===== config.mk =====
export PLATFORM = sky130hd
export DESIGN_NAME = bm_top
export DESIGN_NICKNAME = d
export VERILOG_FILES = /design/src/verilog/bm_pkg.sv /design/src/verilog/bm_reg.sv /design/src/verilog/bm_freeb.sv /design/src/verilog/bm_ll.sv /design/src/verilog/bm_alloc.sv /design/src/verilog/bm_top.sv
export SDC_FILE = /design/constraint.sdc
export NUM_CORES = 1
export LEC_CHECK = 0
export ABC_AREA = 1
export BUFFER_PORTS_ARGS = -buffer_cell sky130_fd_sc_hd__buf_2
export CORE_MARGIN = 3
export CORE_UTILIZATION = 38
export CTS_CLUSTER_SIZE = 40
export DETAILED_ROUTE_END_ITERATION = 12
export PLACE_DENSITY = 0.57
export SLEW_MARGIN = 20
export SYNTH_ARGS = -nofsm -noshare
export SYNTH_HDL_FRONTEND = slang
export SYNTH_SLANG_ARGS = --single-unit
export TNS_END_PERCENT = 10

===== constraint.sdc =====
create_clock -name clk -period 5.69 [get_ports clk]
set_input_delay 0 -clock clk [delete_from_list [all_inputs] [get_ports clk]]
set_output_delay 0 -clock clk [all_outputs]
set_load 0.05 [all_outputs]

===== src/verilog/bm_pkg.sv =====
package bm_pkg;

	// ------------------------------
	// sizes
	// ------------------------------

	localparam int BUF_NUM = 32; // buffers in the pool.
	localparam int BUF_PTR_NBITS = 5; // buffer id and event counter width.
	localparam int BUF_CNT_NBITS = 6; // wide enough to count 0 to BUF_NUM.
	localparam int PIO_NBITS = 32;
	localparam int BM_REG_ADDR_NBITS = 3;
	localparam int ALPHA_NBITS = 4;

	// the threshold is free_count * alpha / 4, so alpha 4 means a factor of one.
	localparam int DT_SHIFT = 2;

	// ------------------------------
	// encodings
	// ------------------------------

	typedef enum logic [BM_REG_ADDR_NBITS-1:0] {
		BM_FREEB_INIT     = 3'd0,
		BM_FREEB_RD_COUNT = 3'd1,
		BM_FREEB_WR_COUNT = 3'd2,
		BM_LL_RD_COUNT    = 3'd3,
		BM_LL_WR_COUNT    = 3'd4,
		BM_DT_ALPHA       = 3'd5
	} bm_reg_addr_e;

	typedef enum logic {
		BM_OP_ALLOC   = 1'b0,
		BM_OP_RELEASE = 1'b1
	} bm_op_e;

	// LINK pops a buffer and appends it, UNLINK removes the head and pushes it back.
	typedef enum logic [1:0] {
		IDLE   = 2'd0,
		LINK   = 2'd1,
		UNLINK = 2'd2
	} bm_alloc_state_e;

	// ------------------------------
	// client port
	// ------------------------------

	typedef struct packed {
		logic   valid;
		bm_op_e op;
	} bm_cmd_t;

	typedef struct packed {
		logic                     valid;
		bm_op_e                   op;
		logic                     granted;
		logic [BUF_PTR_NBITS-1:0] buf_id; // zero when not granted.
	} bm_resp_t;

endpackage


===== src/verilog/bm_reg.sv =====
`timescale 1ns/1ps

module bm_reg
	import bm_pkg::*;
(
	input  logic                   clk,
	input  logic                   rst_n,
	input  logic                   clk_div,
	input  logic                   reg_bs,
	input  logic                   reg_rd,
	input  logic                   reg_wr,
	input  logic [PIO_NBITS-1:0]   reg_addr,
	input  logic [PIO_NBITS-1:0]   reg_din,
	input  logic                   freeb_init_done,
	input  logic                   inc_freeb_rd_count,
	input  logic                   inc_freeb_wr_count,
	input  logic                   inc_ll_rd_count,
	input  logic                   inc_ll_wr_count,
	output logic                   pio_ack,
	output logic                   pio_rvalid,
	output logic [PIO_NBITS-1:0]   pio_rdata,
	output logic                   freeb_init,
	output logic [ALPHA_NBITS-1:0] dt_alpha
);

	logic pio_pend; // a request was seen and is waiting for a slow-bus cycle.
	logic addr_hit;
	logic sel_freeb_init;
	logic sel_dt_alpha;
	logic wr_freeb_init;
	logic wr_dt_alpha;

	logic [BUF_PTR_NBITS-1:0] freeb_rd_count;
	logic [BUF_PTR_NBITS-1:0] freeb_wr_count;
	logic [BUF_PTR_NBITS-1:0] ll_rd_count;
	logic [BUF_PTR_NBITS-1:0] ll_wr_count;

	assign wr_freeb_init = reg_bs & reg_wr & sel_freeb_init;
	assign wr_dt_alpha = reg_bs & reg_wr & sel_dt_alpha;

	// ------------------------------
	// address decode and read data
	// ------------------------------

	always_comb begin
		addr_hit = 1'b0;
		sel_freeb_init = 1'b0;
		sel_dt_alpha = 1'b0;
		pio_rdata = '0;
		case (bm_reg_addr_e'(reg_addr[BM_REG_ADDR_NBITS-1:0]))
			BM_FREEB_INIT: begin
				addr_hit = 1'b1;
				sel_freeb_init = 1'b1;
				pio_rdata = {freeb_init_done, {(PIO_NBITS-2){1'b0}}, freeb_init};
			end
			BM_FREEB_RD_COUNT: begin
				addr_hit = 1'b1;
				pio_rdata = PIO_NBITS'(freeb_rd_count);
			end
			BM_FREEB_WR_COUNT: begin
				addr_hit = 1'b1;
				pio_rdata = PIO_NBITS'(freeb_wr_count);
			end
			BM_LL_RD_COUNT: begin
				addr_hit = 1'b1;
				pio_rdata = PIO_NBITS'(ll_rd_count);
			end
			BM_LL_WR_COUNT: begin
				addr_hit = 1'b1;
				pio_rdata = PIO_NBITS'(ll_wr_count);
			end
			BM_DT_ALPHA: begin
				addr_hit = 1'b1;
				sel_dt_alpha = 1'b1;
				pio_rdata = PIO_NBITS'(dt_alpha);
			end
			default: ; // addresses 6 and 7 are not decoded.
		endcase
	end

	// ------------------------------
	// handshake
	// ------------------------------

	// the acknowledge only moves on cycles qualified by clk_div.
	always_ff @(posedge clk or negedge rst_n) begin
		if (!rst_n) begin
			pio_pend <= 1'b0;
			pio_ack <= 1'b0;
			pio_rvalid <= 1'b0;
		end else begin
			if (reg_bs & (reg_rd | reg_wr))
				pio_pend <= 1'b1;
			else if (clk_div)
				pio_pend <= 1'b0;
			if (clk_div) begin
				pio_ack <= pio_pend;
				pio_rvalid <= pio_pend & addr_hit; // reg_addr is still held here.
			end
		end
	end

	// ------------------------------
	// control and event counters
	// ------------------------------

	always_ff @(posedge clk or negedge rst_n) begin
		if (!rst_n) begin
			freeb_init <= 1'b0;
			dt_alpha <= '0;
			freeb_rd_count <= '0;
			freeb_wr_count <= '0;
			ll_rd_count <= '0;
			ll_wr_count <= '0;
		end else begin
			freeb_init <= wr_freeb_init & reg_din[0]; // one-cycle pulse.
			if (wr_dt_alpha)
				dt_alpha <= reg_din[ALPHA_NBITS-1:0];
			// the counters wrap at 32.
			if (inc_freeb_rd_count)
				freeb_rd_count <= freeb_rd_count + 1'b1;
			if (inc_freeb_wr_count)
				freeb_wr_count <= freeb_wr_count + 1'b1;
			if (inc_ll_rd_count)
				ll_rd_count <= ll_rd_count + 1'b1;
			if (inc_ll_wr_count)
				ll_wr_count <= ll_wr_count + 1'b1;
		end
	end

	// an acknowledge answers only a request whose select the master still holds.
	a_ack_after_req: assert property (@(posedge clk) disable iff (!rst_n)
		$rose(pio_ack) |-> $past(reg_bs) && $past(reg_bs, 2))
		else $error("pio_ack rose without a held request");

endmodule


===== src/verilog/bm_freeb.sv =====
`timescale 1ns/1ps

module bm_freeb
	import bm_pkg::*;
(
	input  logic                     clk,
	input  logic                     rst_n,
	input  logic                     init,
	input  logic                     pop,
	input  logic                     push,
	input  logic [BUF_PTR_NBITS-1:0] push_id,
	output logic [BUF_PTR_NBITS-1:0] top_id,
	output logic [BUF_CNT_NBITS-1:0] free_count,
	output logic                     init_done
);

	logic [BUF_PTR_NBITS-1:0] stack_mem [BUF_NUM];
	logic [BUF_CNT_NBITS-1:0] sp; // number of ids on the stack.
	logic [BUF_PTR_NBITS-1:0] top_idx;
	logic                     filling;
	logic [BUF_PTR_NBITS-1:0] fill_id;
	logic                     fill_last;

	assign top_idx = BUF_PTR_NBITS'(sp - 1'b1);
	assign top_id = stack_mem[top_idx]; // only meaningful while sp is nonzero.
	assign free_count = sp;
	assign fill_last = (fill_id == BUF_PTR_NBITS'(BUF_NUM - 1));

	// ------------------------------
	// stack pointer and init fill
	// ------------------------------

	// init restarts the fill from id 0, and the fill blocks pop and push.
	always_ff @(posedge clk or negedge rst_n) begin
		if (!rst_n) begin
			sp <= '0;
			filling <= 1'b0;
			fill_id <= '0;
			init_done <= 1'b0;
		end else if (init) begin
			sp <= '0;
			filling <= 1'b1;
			fill_id <= '0;
			init_done <= 1'b0;
		end else if (filling) begin
			sp <= BUF_CNT_NBITS'(fill_id) + 1'b1;
			fill_id <= fill_id + 1'b1;
			if (fill_last) begin
				filling <= 1'b0;
				init_done <= 1'b1; // the last id, 31, ends up on top.
			end
		end else if (pop) begin
			sp <= sp - 1'b1;
		end else if (push) begin
			sp <= sp + 1'b1;
		end
	end

	// ------------------------------
	// id storage
	// ------------------------------

	always_ff @(posedge clk) begin
		if (!init) begin
			if (filling)
				stack_mem[fill_id] <= fill_id;
			else if (push && !pop)
				stack_mem[sp[BUF_PTR_NBITS-1:0]] <= push_id;
		end
	end

	// the controller must respect the stack bounds it sees through free_count.
	a_no_pop_empty: assert property (@(posedge clk) disable iff (!rst_n)
		pop && !filling |-> sp != '0)
		else $error("pop from an empty free stack");

	a_no_push_full: assert property (@(posedge clk) disable iff (!rst_n)
		push && !filling |-> sp != BUF_CNT_NBITS'(BUF_NUM))
		else $error("push onto a full free stack");

endmodule


===== src/verilog/bm_ll.sv =====
`timescale 1ns/1ps

module bm_ll
	import bm_pkg::*;
(
	input  logic                     clk,
	input  logic                     rst_n,
	input  logic                     clear,
	input  logic                     link_wr,
	input  logic [BUF_PTR_NBITS-1:0] wr_id,
	input  logic                     link_rd,
	output logic [BUF_PTR_NBITS-1:0] head_id,
	output logic [BUF_CNT_NBITS-1:0] q_len
);

	logic [BUF_PTR_NBITS-1:0] next_mem [BUF_NUM]; // next pointer of each buffer.
	logic [BUF_PTR_NBITS-1:0] head_q;
	logic [BUF_PTR_NBITS-1:0] tail_q;
	logic [BUF_CNT_NBITS-1:0] len_q;

	assign head_id = head_q;
	assign q_len = len_q;

	// ------------------------------
	// head, tail and length
	// ------------------------------

	// link_wr and link_rd never come together, the controller does one per command.
	always_ff @(posedge clk or negedge rst_n) begin
		if (!rst_n) begin
			head_q <= '0;
			tail_q <= '0;
			len_q <= '0;
		end else if (clear) begin
			head_q <= '0;
			tail_q <= '0;
			len_q <= '0;
		end else if (link_wr) begin
			tail_q <= wr_id;
			if (len_q == '0)
				head_q <= wr_id; // the first buffer is both head and tail.
			len_q <= len_q + 1'b1;
		end else if (link_rd) begin
			head_q <= next_mem[head_q];
			len_q <= len_q - 1'b1;
		end
	end

	// ------------------------------
	// next-pointer memory
	// ------------------------------

	// an append to an empty queue writes a stale tail entry that nothing reads.
	always_ff @(posedge clk) begin
		if (link_wr && !clear)
			next_mem[tail_q] <= wr_id;
	end

endmodule


===== src/verilog/bm_alloc.sv =====
`timescale 1ns/1ps

module bm_alloc
	import bm_pkg::*;
(
	input  logic                     clk,
	input  logic                     rst_n,
	input  bm_cmd_t                  cmd,
	input  logic [ALPHA_NBITS-1:0]   dt_alpha,
	input  logic [BUF_PTR_NBITS-1:0] top_id,
	input  logic [BUF_CNT_NBITS-1:0] free_count,
	input  logic                     init_done,
	input  logic [BUF_PTR_NBITS-1:0] head_id,
	input  logic [BUF_CNT_NBITS-1:0] q_len,
	output logic                     cmd_ready,
	output bm_resp_t                 resp,
	output logic                     pop,
	output logic                     push,
	output logic [BUF_PTR_NBITS-1:0] push_id,
	output logic                     link_wr,
	output logic [BUF_PTR_NBITS-1:0] wr_id,
	output logic                     link_rd
);

	localparam int PROD_NBITS = BUF_CNT_NBITS + ALPHA_NBITS;

	bm_alloc_state_e state_q;
	logic            grant_q; // decision taken in IDLE, carried out in the next state.
	logic            accept;
	logic            admit;
	logic [PROD_NBITS-1:0] dt_prod;
	logic [PROD_NBITS-1:0] dt_thresh;

	logic                     resp_valid_q;
	bm_op_e                   resp_op_q;
	logic                     resp_granted_q;
	logic [BUF_PTR_NBITS-1:0] resp_id_q;

	assign cmd_ready = (state_q == IDLE) && init_done;
	assign accept = cmd.valid && cmd_ready;

	// ------------------------------
	// dynamic threshold
	// ------------------------------

	assign dt_prod = free_count * dt_alpha;
	assign dt_thresh = dt_prod >> DT_SHIFT; // truncates the fraction.
	assign admit = (free_count != '0) && (PROD_NBITS'(q_len) < dt_thresh);

	// ------------------------------
	// sequencing
	// ------------------------------

	assign pop = (state_q == LINK) && grant_q;
	assign link_wr = pop; // the popped id is appended in the same cycle.
	assign wr_id = top_id;
	assign push = (state_q == UNLINK) && grant_q;
	assign link_rd = push;
	assign push_id = head_id;

	always_ff @(posedge clk or negedge rst_n) begin
		if (!rst_n) begin
			state_q <= IDLE;
			grant_q <= 1'b0;
			resp_valid_q <= 1'b0;
		end else begin
			resp_valid_q <= (state_q != IDLE);
			case (state_q)
				IDLE: begin
					if (accept) begin
						if (cmd.op == BM_OP_ALLOC) begin
							grant_q <= admit;
							state_q <= LINK;
						end else begin
							grant_q <= (q_len != '0);
							state_q <= UNLINK;
						end
					end
				end
				LINK, UNLINK: state_q <= IDLE;
				default: state_q <= IDLE;
			endcase
		end
	end

	always_ff @(posedge clk) begin
		if (state_q != IDLE) begin
			resp_op_q <= (state_q == UNLINK) ? BM_OP_RELEASE : BM_OP_ALLOC;
			resp_granted_q <= grant_q;
			if (!grant_q)
				resp_id_q <= '0;
			else
				resp_id_q <= (state_q == LINK) ? top_id : head_id;
		end
	end

	assign resp = '{valid: resp_valid_q, op: resp_op_q, granted: resp_granted_q,
		buf_id: resp_id_q};

	// every accepted command gets exactly one response, two cycles later.
	a_resp_after_accept: assert property (@(posedge clk) disable iff (!rst_n)
		accept |-> ##2 resp.valid)
		else $error("no response two cycles after acceptance");

	a_resp_has_cmd: assert property (@(posedge clk) disable iff (!rst_n)
		resp.valid |-> $past(accept, 2))
		else $error("response without a command two cycles earlier");

endmodule


===== src/verilog/bm_top.sv =====
`timescale 1ns/1ps

module bm_top
	import bm_pkg::*;
(
	input  logic                 clk,
	input  logic                 rst_n,
	input  logic                 clk_div,
	input  logic                 reg_bs,
	input  logic                 reg_rd,
	input  logic                 reg_wr,
	input  logic [PIO_NBITS-1:0] reg_addr,
	input  logic [PIO_NBITS-1:0] reg_din,
	output logic                 pio_ack,
	output logic                 pio_rvalid,
	output logic [PIO_NBITS-1:0] pio_rdata,
	input  bm_cmd_t              cmd,
	output logic                 cmd_ready,
	output bm_resp_t             resp
);

	logic                     freeb_init;
	logic                     init_done;
	logic [ALPHA_NBITS-1:0]   dt_alpha;
	logic                     pop;
	logic                     push;
	logic [BUF_PTR_NBITS-1:0] push_id;
	logic [BUF_PTR_NBITS-1:0] top_id;
	logic [BUF_CNT_NBITS-1:0] free_count;
	logic                     link_wr;
	logic                     link_rd;
	logic [BUF_PTR_NBITS-1:0] wr_id;
	logic [BUF_PTR_NBITS-1:0] head_id;
	logic [BUF_CNT_NBITS-1:0] q_len;

	bm_reg bm_reg_i (
		.clk(clk), .rst_n(rst_n), .clk_div(clk_div),
		.reg_bs(reg_bs), .reg_rd(reg_rd), .reg_wr(reg_wr),
		.reg_addr(reg_addr), .reg_din(reg_din),
		.freeb_init_done(init_done),
		.inc_freeb_rd_count(pop), .inc_freeb_wr_count(push), // fill pushes stay inside bm_freeb.
		.inc_ll_rd_count(link_rd), .inc_ll_wr_count(link_wr),
		.pio_ack(pio_ack), .pio_rvalid(pio_rvalid), .pio_rdata(pio_rdata),
		.freeb_init(freeb_init), .dt_alpha(dt_alpha)
	);

	bm_freeb bm_freeb_i (
		.clk(clk), .rst_n(rst_n), .init(freeb_init),
		.pop(pop), .push(push), .push_id(push_id),
		.top_id(top_id), .free_count(free_count), .init_done(init_done)
	);

	// the init pulse empties the queue while the free stack refills.
	bm_ll bm_ll_i (
		.clk(clk), .rst_n(rst_n), .clear(freeb_init),
		.link_wr(link_wr), .wr_id(wr_id), .link_rd(link_rd),
		.head_id(head_id), .q_len(q_len)
	);

	bm_alloc bm_alloc_i (
		.clk(clk), .rst_n(rst_n), .cmd(cmd), .dt_alpha(dt_alpha),
		.top_id(top_id), .free_count(free_count), .init_done(init_done),
		.head_id(head_id), .q_len(q_len),
		.cmd_ready(cmd_ready), .resp(resp),
		.pop(pop), .push(push), .push_id(push_id),
		.link_wr(link_wr), .wr_id(wr_id), .link_rd(link_rd)
	);

endmodule


== Word-level counts from Yosys, hierarchy flattened ==
Memory sizes are Yosys's and may differ from the RTL's.
Cells that the tools add are included.

* Add/sub/neg operators: 10
* $mul: 1
* Div/mod/pow operators: 0
* $lt $le $gt $ge: 1
* Equality and inequality tests: 10
* Shifts and indexed selects: 0
* Multiplexer cells: 45
* Bitwise logic cells: 7
* Reductions and logical operators: 26

{| class="wikitable"
|+ Operators by type and width
! operator !! count
|-
| one-hot mux 32 bit (6 select lines) || 1
|-
| two-way mux 5 bit || 11
|-
| two-way mux 6 bit || 7
|-
| adder 5 x 1 -> 5 bit, second input constant || 5
|-
| two-way mux 1 bit || 23
|-
| adder 6 x 1 -> 6 bit, second input constant || 2
|-
| nonzero test 6 bit || 2
|-
| subtractor 6 x 1 -> 6 bit, second input constant || 2
|-
| multiplier 6 x 4 -> 10 bit || 1
|-
| nonzero test 2 bit || 5
|-
| < comparator 6 x 8 -> 1 bit || 1
|-
| logical AND 1 bit || 7
|-
| adder 5 x 1 -> 6 bit, second input constant || 1
|-
| AND 1 bit || 6
|-
| equality test 3 x 2 -> 1 bit, second input constant || 2
|-
| equality test 3 bit, second input constant || 2
|-
| zero test 6 bit || 1
|-
| two-way mux 2 bit || 3
|-
| AND reduction 2 bit || 3
|-
| OR reduction 6 bit || 1
|-
| equality test 5 bit, second input constant || 1
|-
| OR reduction 5 bit || 1
|-
| nonzero test 4 bit || 1
|-
| equality test 3 x 1 -> 1 bit, second input constant || 1
|-
| other kinds (9) || 10
|}

* Bits in registers: 68
* Bits in latches: 0
* RAM bits: 320
* ROM bits: 0
* Input bits: 72
* Output and inout bits: 43
* Word-level logic and storage cells: 124
* Memories: 2

{| class="wikitable"
|+ Memory list
! memory !! words !! bits a word !! read ports !! clocked after Yosys merged registers in !! write ports !! RTL line !! text
|-
| bm_freeb_i.stack_mem || 32 || 5 || 1 || 0 || 1 || bm_freeb.sv:17 || <nowiki>logic [BUF_PTR_NBITS-1:0] stack_mem [BUF_NUM];</nowiki>
|-
| bm_ll_i.next_mem || 32 || 5 || 1 || 0 || 1 || bm_ll.sv:16 || <nowiki>logic [BUF_PTR_NBITS-1:0] next_mem [BUF_NUM];</nowiki>
|}

== Longest topological paths before layout ==
Gate-level depths: netlist of the first run.

* Depth after elaboration: 10
* Mapped depth: 19
* Depth with buffers taken out: 18

== Cells and area by module ==
From an unflattened synthesis of the first run, not the netlist that was laid out.

* Cells, all modules: 1922
* Area, all modules: 18652.9 um2

{| class="wikitable"
|+ Modules (own cells, without submodules)
! module !! times used !! cells each !! area each (um2)
|-
| bm_freeb || 1 || 839 || 8000.2
|-
| bm_ll || 1 || 688 || 7526.0
|-
| bm_reg || 1 || 191 || 1661.6
|-
| bm_alloc || 1 || 204 || 1465.2
|}

== Worst setup path before layout of the first run ==
OpenSTA, ideal clock, no wires.

* Path type: flip-flop to flip-flop
* Start: register bm_freeb_i.sp[0] (netlist: bm_freeb_i.free_count[0])
* End: register bm_alloc_i.grant_q
* Setup time: 119 ps
* Arrival time: 3358 ps
* Required time: 5571 ps
* Slack: 2213 ps
* Cell stages (with the launch flop): 17
* Buffers on the path: 2
* Period minus slack after synthesis: 3477 ps
* Cell sequence: dfrtp_1 -> buf_2 -> buf_2 -> nand2_1 -> fa_1 -> inv_1 -> fa_1 -> inv_1 -> fa_1 -> o21ai_0 -> xnor2_1 -> ha_1 -> nand3_1 -> nand2_1 -> nand3b_1 -> nand2_1 -> nand2_1

* Longest elaborated chain between the ends: 4
* Elaborated cells between the ends (all ways): 5
* Those cells by class: 1 x mul; 1 x order compare; 1 x mux; 2 x reduce/logical

{| class="wikitable"
|+ Ends and longest elaborated chain
! item !! RTL line !! text
|-
| from (decl) || bm_freeb.sv:18 || <nowiki>logic [BUF_CNT_NBITS-1:0] sp;</nowiki>
|-
| from (signal assigned) || bm_freeb.sv:46 || <nowiki>sp <= BUF_CNT_NBITS'(fill_id) + 1'b1;</nowiki>
|-
| from (signal assigned) || bm_freeb.sv:53 || <nowiki>sp <= sp - 1'b1;</nowiki>
|-
| from (signal assigned) || bm_freeb.sv:55 || <nowiki>sp <= sp + 1'b1;</nowiki>
|-
| multiplier 6 x 4 -> 10 bit || bm_alloc.sv:46 || <nowiki>assign dt_prod = free_count * dt_alpha;</nowiki>
|-
| < comparator 6 x 8 -> 1 bit || bm_alloc.sv:48 || <nowiki>assign admit = (free_count != '0) && (PROD_NBITS'(q_len) < dt_thresh);</nowiki>
|-
| logical AND 1 bit * || bm_alloc.sv:48 ||
|-
| two-way mux 1 bit * || bm_alloc.sv:71 || <nowiki>if (cmd.op == BM_OP_ALLOC) begin</nowiki>
|-
| to (signal assigned) || bm_alloc.sv:72 || <nowiki>grant_q <= admit;</nowiki>
|-
| to (signal assigned) || bm_alloc.sv:75 || <nowiki>grant_q <= (q_len != '0);</nowiki>
|-
| to (decl) || bm_alloc.sv:28 || <nowiki>logic grant_q;</nowiki>
|}

Every way passes the cells marked *; elsewhere a longest branch is shown, timed or not.
A chain may end at the register's enable or synchronous reset.

== Worst setup path after layout of the first run ==
* Start: register bm_freeb_i.sp[0] (netlist: bm_freeb_i.free_count[0])
* End: memory bm_ll_i.next_mem[4][3], data pin

* Longest elaborated chain between the ends: 2

{| class="wikitable"
|+ Ends and longest elaborated chain
! item !! RTL line !! text
|-
| subtractor 6 x 1 -> 6 bit || -- ||
|-
| memory (32 x 5 bit) || -- ||
|-
| net bm_alloc_i.top_id[3] || bm_alloc.sv:10 || <nowiki>input logic [BUF_PTR_NBITS-1:0] top_id,</nowiki>
|-
| to (decl) || bm_ll.sv:16 ||
|}

The timed path passes the listed nets, and every way through them passes these cells.

==> results of run 1 <==
synth_stat cells, types with 2 or more instances:
| master | number |
|---|---|
| fa_1 | 9 |
| o21ai_0 | 46 |
| nand3b_1 | 2 |
| nand2_1 | 521 |
| a31oi_1 | 6 |
| o211ai_1 | 18 |
| clkbuf_1 | 29 |
| o21ai_2 | 2 |
| inv_2 | 11 |
| buf_2 | 37 |
| nor2_4 | 6 |
| inv_1 | 146 |
| nand4_1 | 9 |
| a221oi_1 | 4 |
| xnor2_1 | 16 |
| nor2_1 | 116 |
| a21oi_1 | 18 |
| xor2_1 | 13 |
| nor3_1 | 7 |
| buf_1 | 3 |
| buf_4 | 32 |
| ha_1 | 31 |
| nand2_2 | 5 |
| dfrtp_1 | 61 |
| o21bai_4 | 2 |
| nand3_1 | 281 |
| edfxtp_1 | 327 |
final timing paths:
kind	start	to	slack, ns	cells after the start
max	bm_freeb_i.free_count[0]	bm_ll_i.next_mem[4][3]	1.39	10
min	reg_addr[0]	bm_reg_i.dt_alpha[0]	0.08	5
max reg2reg	bm_freeb_i.free_count[0]	bm_ll_i.next_mem[4][3]	1.39	10
min reg2reg	bm_reg_i.freeb_wr_count[4]	bm_reg_i.freeb_wr_count[4]	0.47	1
max in group asynchronous	rst_n	bm_freeb_i.free_count[0]	4.95	3
min in group asynchronous	rst_n	bm_reg_i.freeb_rd_count[1]	0.16	3
per-stage QoR:
stage | util (%) | hold slack, ns | cells
CTS | 43.7 | 0.0460 | 2459
global placement | 40.0 | 0.211 | 2357
floorplan | - | -0.296 | 1802
detailed placement | 40.0 | 0.219 | 2357
global route | 43.7 | 0.162 | 2459
finish | 43.7 | 0.0801 | 2459
registers in the layout, summed over array words and instances, names as in the netlist, 4 cells and up:
signal                   count
bm_freeb_i.stack_mem       160
bm_ll_i.next_mem           160
bm_freeb_i.free_count        6
bm_ll_i.q_len                6
bm_alloc_i.resp_id_q         5
bm_freeb_i.fill_id           5
bm_ll_i.head_id              5
bm_ll_i.tail_q               5
bm_reg_i.freeb_rd_count      5
bm_reg_i.freeb_wr_count      5
bm_reg_i.ll_rd_count         5
bm_reg_i.ll_wr_count         5
bm_reg_i.dt_alpha            4
power breakdown:
part | switching, mW | total (mW) | internal [mW] | leakage, nW
clock network | 1.15 | 2.95 | 1.80 | 0.730
logic | 3.63 | 4.94 | 1.31 | 3.84
registers | 0.178 | 4.27 | 4.09 | 3.76
total | 4.95 | 12.2 | 7.20 | 8.34
area by class of cell:
type	instances	area, um^2
Fill cell	4451	26300
Timing Repair Buffer	72	518
Multi-Input combinational cell	1153	5700
Clock buffer	52	1180
Sequential cell	388	11300
Inverter	159	601
Tap cell	607	759
Clock inverter	28	340
logic make-up after synthesis:
logic type / after synthesis / synth area share [%]
AO/OA/AOI/OAI: 103 / 3.57
adder cells (fa/ha/maj): 40 / 3.14
other: 1 / 0.0207
buffers and inverters: 261 / 6.40
multiplexers: 1 / 0.0623
flip-flops: 388 / 62.8
AND/OR/NAND/NOR: 953 / 22.5
XOR/XNOR: 30 / 1.50
routing by layer:
layer,vias to the layer above,wire length [um]
met4,0,886
met2,302,20700
met5,-,0
li1,6007,-
met1,5884,18500
met3,68,2280
worst register-to-register path, delay by kind of cell (launching register included):
kind / cells / cell delay (ns)
buffers and inverters: 4 / 1.77
AND/OR/NAND/NOR: 4 / 0.68
adder cells (fa/ha/maj): 1 / 0.35
XOR/XNOR: 1 / 0.51
flip-flops: 1 / 0.41
timing repair:
action,CTS,global route
endpoints found under the setup margin,0,0
hold endpoints to repair,72,0
hold buffers,22,0
==> results.toml, run 1 <==
[place]
gp_congestion = 0.806
io_buffers = 31
dp_slack_ns = 1.86
placed_cell_area_um2 = 18700
dpl.hpwl_um = 26200

[worst_setup_path]
crit_top_cell = "nand3_1"
cp_cell_sequence = "inv_2 > buf_4 > ha_1 > xor2_1 > buf_4 > nand3_1 > nand3_1 > nand3_1 > nand2_1 > clkinv_1"
cp_max_fo = 68
critPathCaptureType = "flip-flop"
startpoint_type = "flip-flop"
cp_data_required_time_ns = 5.67
crit_buf_inv = 4
cp.arrival_ns = 4.28
crit_family = "buffers and inverters"
cp_slowest_stage_delay_ns = 0.75
crit_type = "flip-flop to flip-flop"
crit_slowest_cell = "clkinv_1"

[global_route]
grt_util_all_layers_pct = 17.0
grt_antenna_before_repair = 1
grt_pass1_wl_um = 67300
grt_max_degree = 83
met2_usage_pct = 29.2
grt_busiest_layer = "met2"
grt_overflow = 0
first_global_vias = 12141
use_met3_pct = 2.75
gr-usage-met1_pct = 22.7

[routing]
drt-pass1-iter-count = 5
routed_wl_um = 42400
drc = 0
vias = 12261
drt-wirelength-per-cell_um = 17.3
initialDrtViolationCount = 1057
viasPerCell = 4.99
ant_nets = 0

[synth]
async_reset_ff_share_pct = 15.7
netlist_instances = 1777
synthTopCellsByArea = "edfxtp_1 54%, nand2_1 11%, dfrtp_1 8.4%, nand3_1 7.8%, inv_1 3.0%"
synth_edf_count = 327
synth-seq-cells = 388
ys_types = 46
synth.avg_cell_area_um2 = 10.2
yosys_warnings = 0
yosysSeqAreaShare_pct = 62.8
yosysTopAreaCell = "edfxtp_1"
synthesis.area_um2 = 18100
synth_top_area_share_pct = 54.3
synthFlopType = "edfxtp_1"

[cells_and_area]
diodes = 0
layout_common_cells = "521 x nand2_1, 327 x edfxtp_1, 281 x nand3_1, 145 x inv_1, 116 x nor2_1"
area_delta_synth_final_pct = 13.1
final_common_cell = "nand2_1"
drive_above_1_share_pct = 8.86
design_area_um2 = 20400
final_nets = 1929

[power_and_ir_drop]
ir_worst_vdd_mv = 0.503
power_per_cell_area_nw_per_um2 = 595
p_leak_nw = 8.34
power.total_mw = 12.2

[floorplan]
die_area_um2 = 50200
initial_core_util_pct = 38.7
io_pins = 115
rows = 79
fp.dieW_um = 224
core_um2 = 46800
die_h_um = 224

[sta]
fin_ws_ns = 1.39
setup_viol = 0
finalCritPeriodShare_pct = 75.5
slew-limit-headroom_pct = 31.0
drv_slew = 0
worstMarginPinSlew_ns = 1.03
setup_tns_ns = 0
period_minus_slack_ns = 4.30
skew_ns = 0.0213
grt_setup_unrepaired = "false"
finalHoldViolCount = 0
max_freq_mhz = 233

[clocking]
cts.htree.levels = 2
clkLatencyLatePin_ns = 0.56
cts_sinks = 388
numCtsBuffers = 43
root_buffer = "clkbuf_16"
cts_setup_buffers = 0
cts_buffer_depth = 3
cts_tree = "done"
clk_pin_slew_ns = 0.06
ctsResizeCount = 0

[flow_run]
maxCapViolCount = 0

[status]
status = "complete, no violations"

[worst_hold_path]
hold_path_class = "input pin to flip-flop"
No activity file was read; power rests on OpenSTA's default activity.
==> run 2: changes to the inputs <==
--- a/config.mk
+++ b/config.mk
@@ -11,7 +11,7 @@
 export CORE_UTILIZATION = 38
 export CTS_CLUSTER_SIZE = 40
 export DETAILED_ROUTE_END_ITERATION = 12
-export PLACE_DENSITY = 0.57
+export PLACE_DENSITY = 0.59
 export SLEW_MARGIN = 20
 export SYNTH_ARGS = -nofsm -noshare
 export SYNTH_HDL_FRONTEND = slang
==> constraint.sdc (replaced) <==
create_clock -name clk -period 3.71 [get_ports clk]
set_input_delay 0 -clock clk [delete_from_list [all_inputs] [get_ports clk]]
set_output_delay 0 -clock clk [all_outputs]
set_load 0.05 [all_outputs]
==> run 2 against run 1 <==
Sequential cell count stayed put. Worst setup slack worse by 1.1 ns. Hold slack got worse by 0.053 ns. Combinational power grew 55%. Critical path type unchanged. Highest routed layer unchanged. Die area did not move. Maximum frequency up 27%.
==> results.toml, run 2 (synthesis results as in run 1) <==
[sta]
fin_ws_ns = 0.327
finalHoldViolCount = 0
slew-limit-headroom_pct = 28.8
drv_slew = 0
finalCritPeriodShare_pct = 91.2
skew_ns = 0.0227
max_freq_mhz = 296
worstMarginPinSlew_ns = 1.07
setup_tns_ns = 0
setup_viol = 0
period_minus_slack_ns = 3.38
hold_slack_ns = 0.0268
grt_setup_unrepaired = "false"

[worst_setup_path]
startpoint_type = "flip-flop"
critPathCaptureType = "flip-flop"
crit_type = "flip-flop to flip-flop"
cp_slowest_stage_delay_ns = 0.52
cp.arrival_ns = 3.83
cp_cell_sequence = "nand2_1 > inv_1 > fa_1 > inv_1 > fa_1 > inv_1 > ha_1 > a21oi_1 > nand2_1 > xnor2_1 > ha_1 > nand2_1 > o21ai_0 > nand3_1 > nand2_1 > nand3b_1 > nand2_1 > nand2_1"
rrSetupSlack_ns = 0.33
crit_top_cell = "nand2_1"
cp_max_fo = 7
cp_data_required_time_ns = 4.16
crit_slowest_cell = "fa_1"

[flow_run]
maxCapViolCount = 0

[global_route]
grt_antenna_before_repair = 1
grt_util_all_layers_pct = 16.9
grt_max_degree = 101
grt_pass1_wl_um = 67500
grt_overflow = 0
first_global_vias = 12262

[cells_and_area]
layout_common_cells = "521 x nand2_1, 327 x edfxtp_1, 281 x nand3_1, 146 x inv_1, 116 x nor2_1"
drive_above_1_share_pct = 9.02
design_area_um2 = 20400
final_common_cell = "nand2_1"
num-fill-cells = 4440
area_delta_synth_final_pct = 12.9
diodes = 0
final_core_util_pct = 43.6
multiInputGateArea_um2 = 5700
final_nets = 1939
seq_area_um2 = 11300
top_regs = "bm_freeb_i.stack_mem (160), bm_ll_i.next_mem (160)"

[routing]
wl_met1_um = 18700
top_layer_used = "met4"
vias = 12456
drc = 0
wl_met3_um = 2470
initialDrtViolationCount = 998
ant_nets = 0
routed_wl_um = 42600
viasPerCell = 5.04
drt-wirelength-per-cell_um = 17.2
wl_met2_um = 20400
drt-pass1-iter-count = 5

[power_and_ir_drop]
p_leak_nw = 8.34
ir_worst_vdd_mv = 0.635
power_per_cell_area_nw_per_um2 = 899

[clocking]
clk_pin_slew_ns = 0.06
numCtsBuffers = 43
cts_buffer_depth = 3
ctsResizeCount = 0
root_buffer = "clkbuf_16"
cts_tree = "done"
cts.htree.levels = 2
cts_sinks = 388
clkLatencyLatePin_ns = 0.56

[place]
gp_congestion = 0.878
io_buffers = 31
dp_slack_ns = 0.308
placed_cell_area_um2 = 18800
dpl.hpwl_um = 27000

[floorplan]
fp.dieW_um = 224
die_area_um2 = 50200
io_pins = 115
rows = 79
die_h_um = 224
initial_core_util_pct = 38.7
core_um2 = 46800

[worst_hold_path]
hold_path_class = "input pin to asynchronous set/reset pin"

[status]
status = "complete, no violations"
[run 2: cell types whose count changed in the layout (fill, tap and decap cells not counted), sizes merged]
cell      previous run  this run
inv                159       161
buf                 50        60
clkbuf              52        59
clkinv              16        14
clkinvlp             5         2
bufinv               7         3
[run 2: worst paths after layout]
check                                                 from                         end  cells after the start
worst max-delay path                  bm_reg_i.dt_alpha[2]          bm_alloc_i.grant_q                     18
worst min-delay path                                 rst_n  bm_reg_i.freeb_rd_count[2]                      2
worst max register to register        bm_reg_i.dt_alpha[2]          bm_alloc_i.grant_q                     18
worst min register to register  bm_reg_i.freeb_rd_count[4]  bm_reg_i.freeb_rd_count[4]                      1
max in group asynchronous                            rst_n          bm_ll_i.head_id[0]                      3
min in group clk                               reg_addr[0]        bm_reg_i.dt_alpha[0]                      5
[run 2: power by group]
part	internal [mW]	leakage [nW]	switching [mW]
Combinational	2.12	3.90	5.54
Sequential	6.24	3.76	0.248
Clock	2.47	0.676	1.71
[run 2: critical path: cells and delay by family, from the launching register on]
family	cells	cell delay, ns
AO/OA/AOI/OAI	2	0.32
XOR/XNOR	1	0.14
adder cells (fa/ha/maj)	4	1.64
buffers and inverters	3	0.14
flip-flops	1	0.44
AND/OR/NAND/NOR	8	0.58
[run 2: area by class of cell]
class | instances | share of cell area [%]
clock buffer | 59 | 5.82
clock inverter | 21 | 1.01
inverter | 159 | 2.94
multi-input combinational | 1153 | 28.0
sequential | 388 | 55.6
tap | 607 | 3.72
timing repair buffer | 82 | 2.91
[run 2: routing by layer]
metal / vias to the layer above / global-route usage (%)
li1: 6027 / -
met3: 72 / 2.73
met4: 0 / 5.24
met2: 357 / 28.1
met1: 6000 / 22.9
met5: - / 0
[run 2: repair_timing]
| item | 4_1_cts | 5_1_grt |
|---|---|---|
| hold endpoints to repair | 42 | 0 |
| buffers inserted | 0 | 0 |
| hold buffers | 22 | 0 |
[run 2: through the flow]
step | instances | total power, mW
finish | 2469 | 18.3
global route | 2469 | 19.6
CTS | 2469 | 18.5
detailed placement | 2367 | 14.3
global placement | 2367 | 14.1
floorplan | 1802 | 11.7
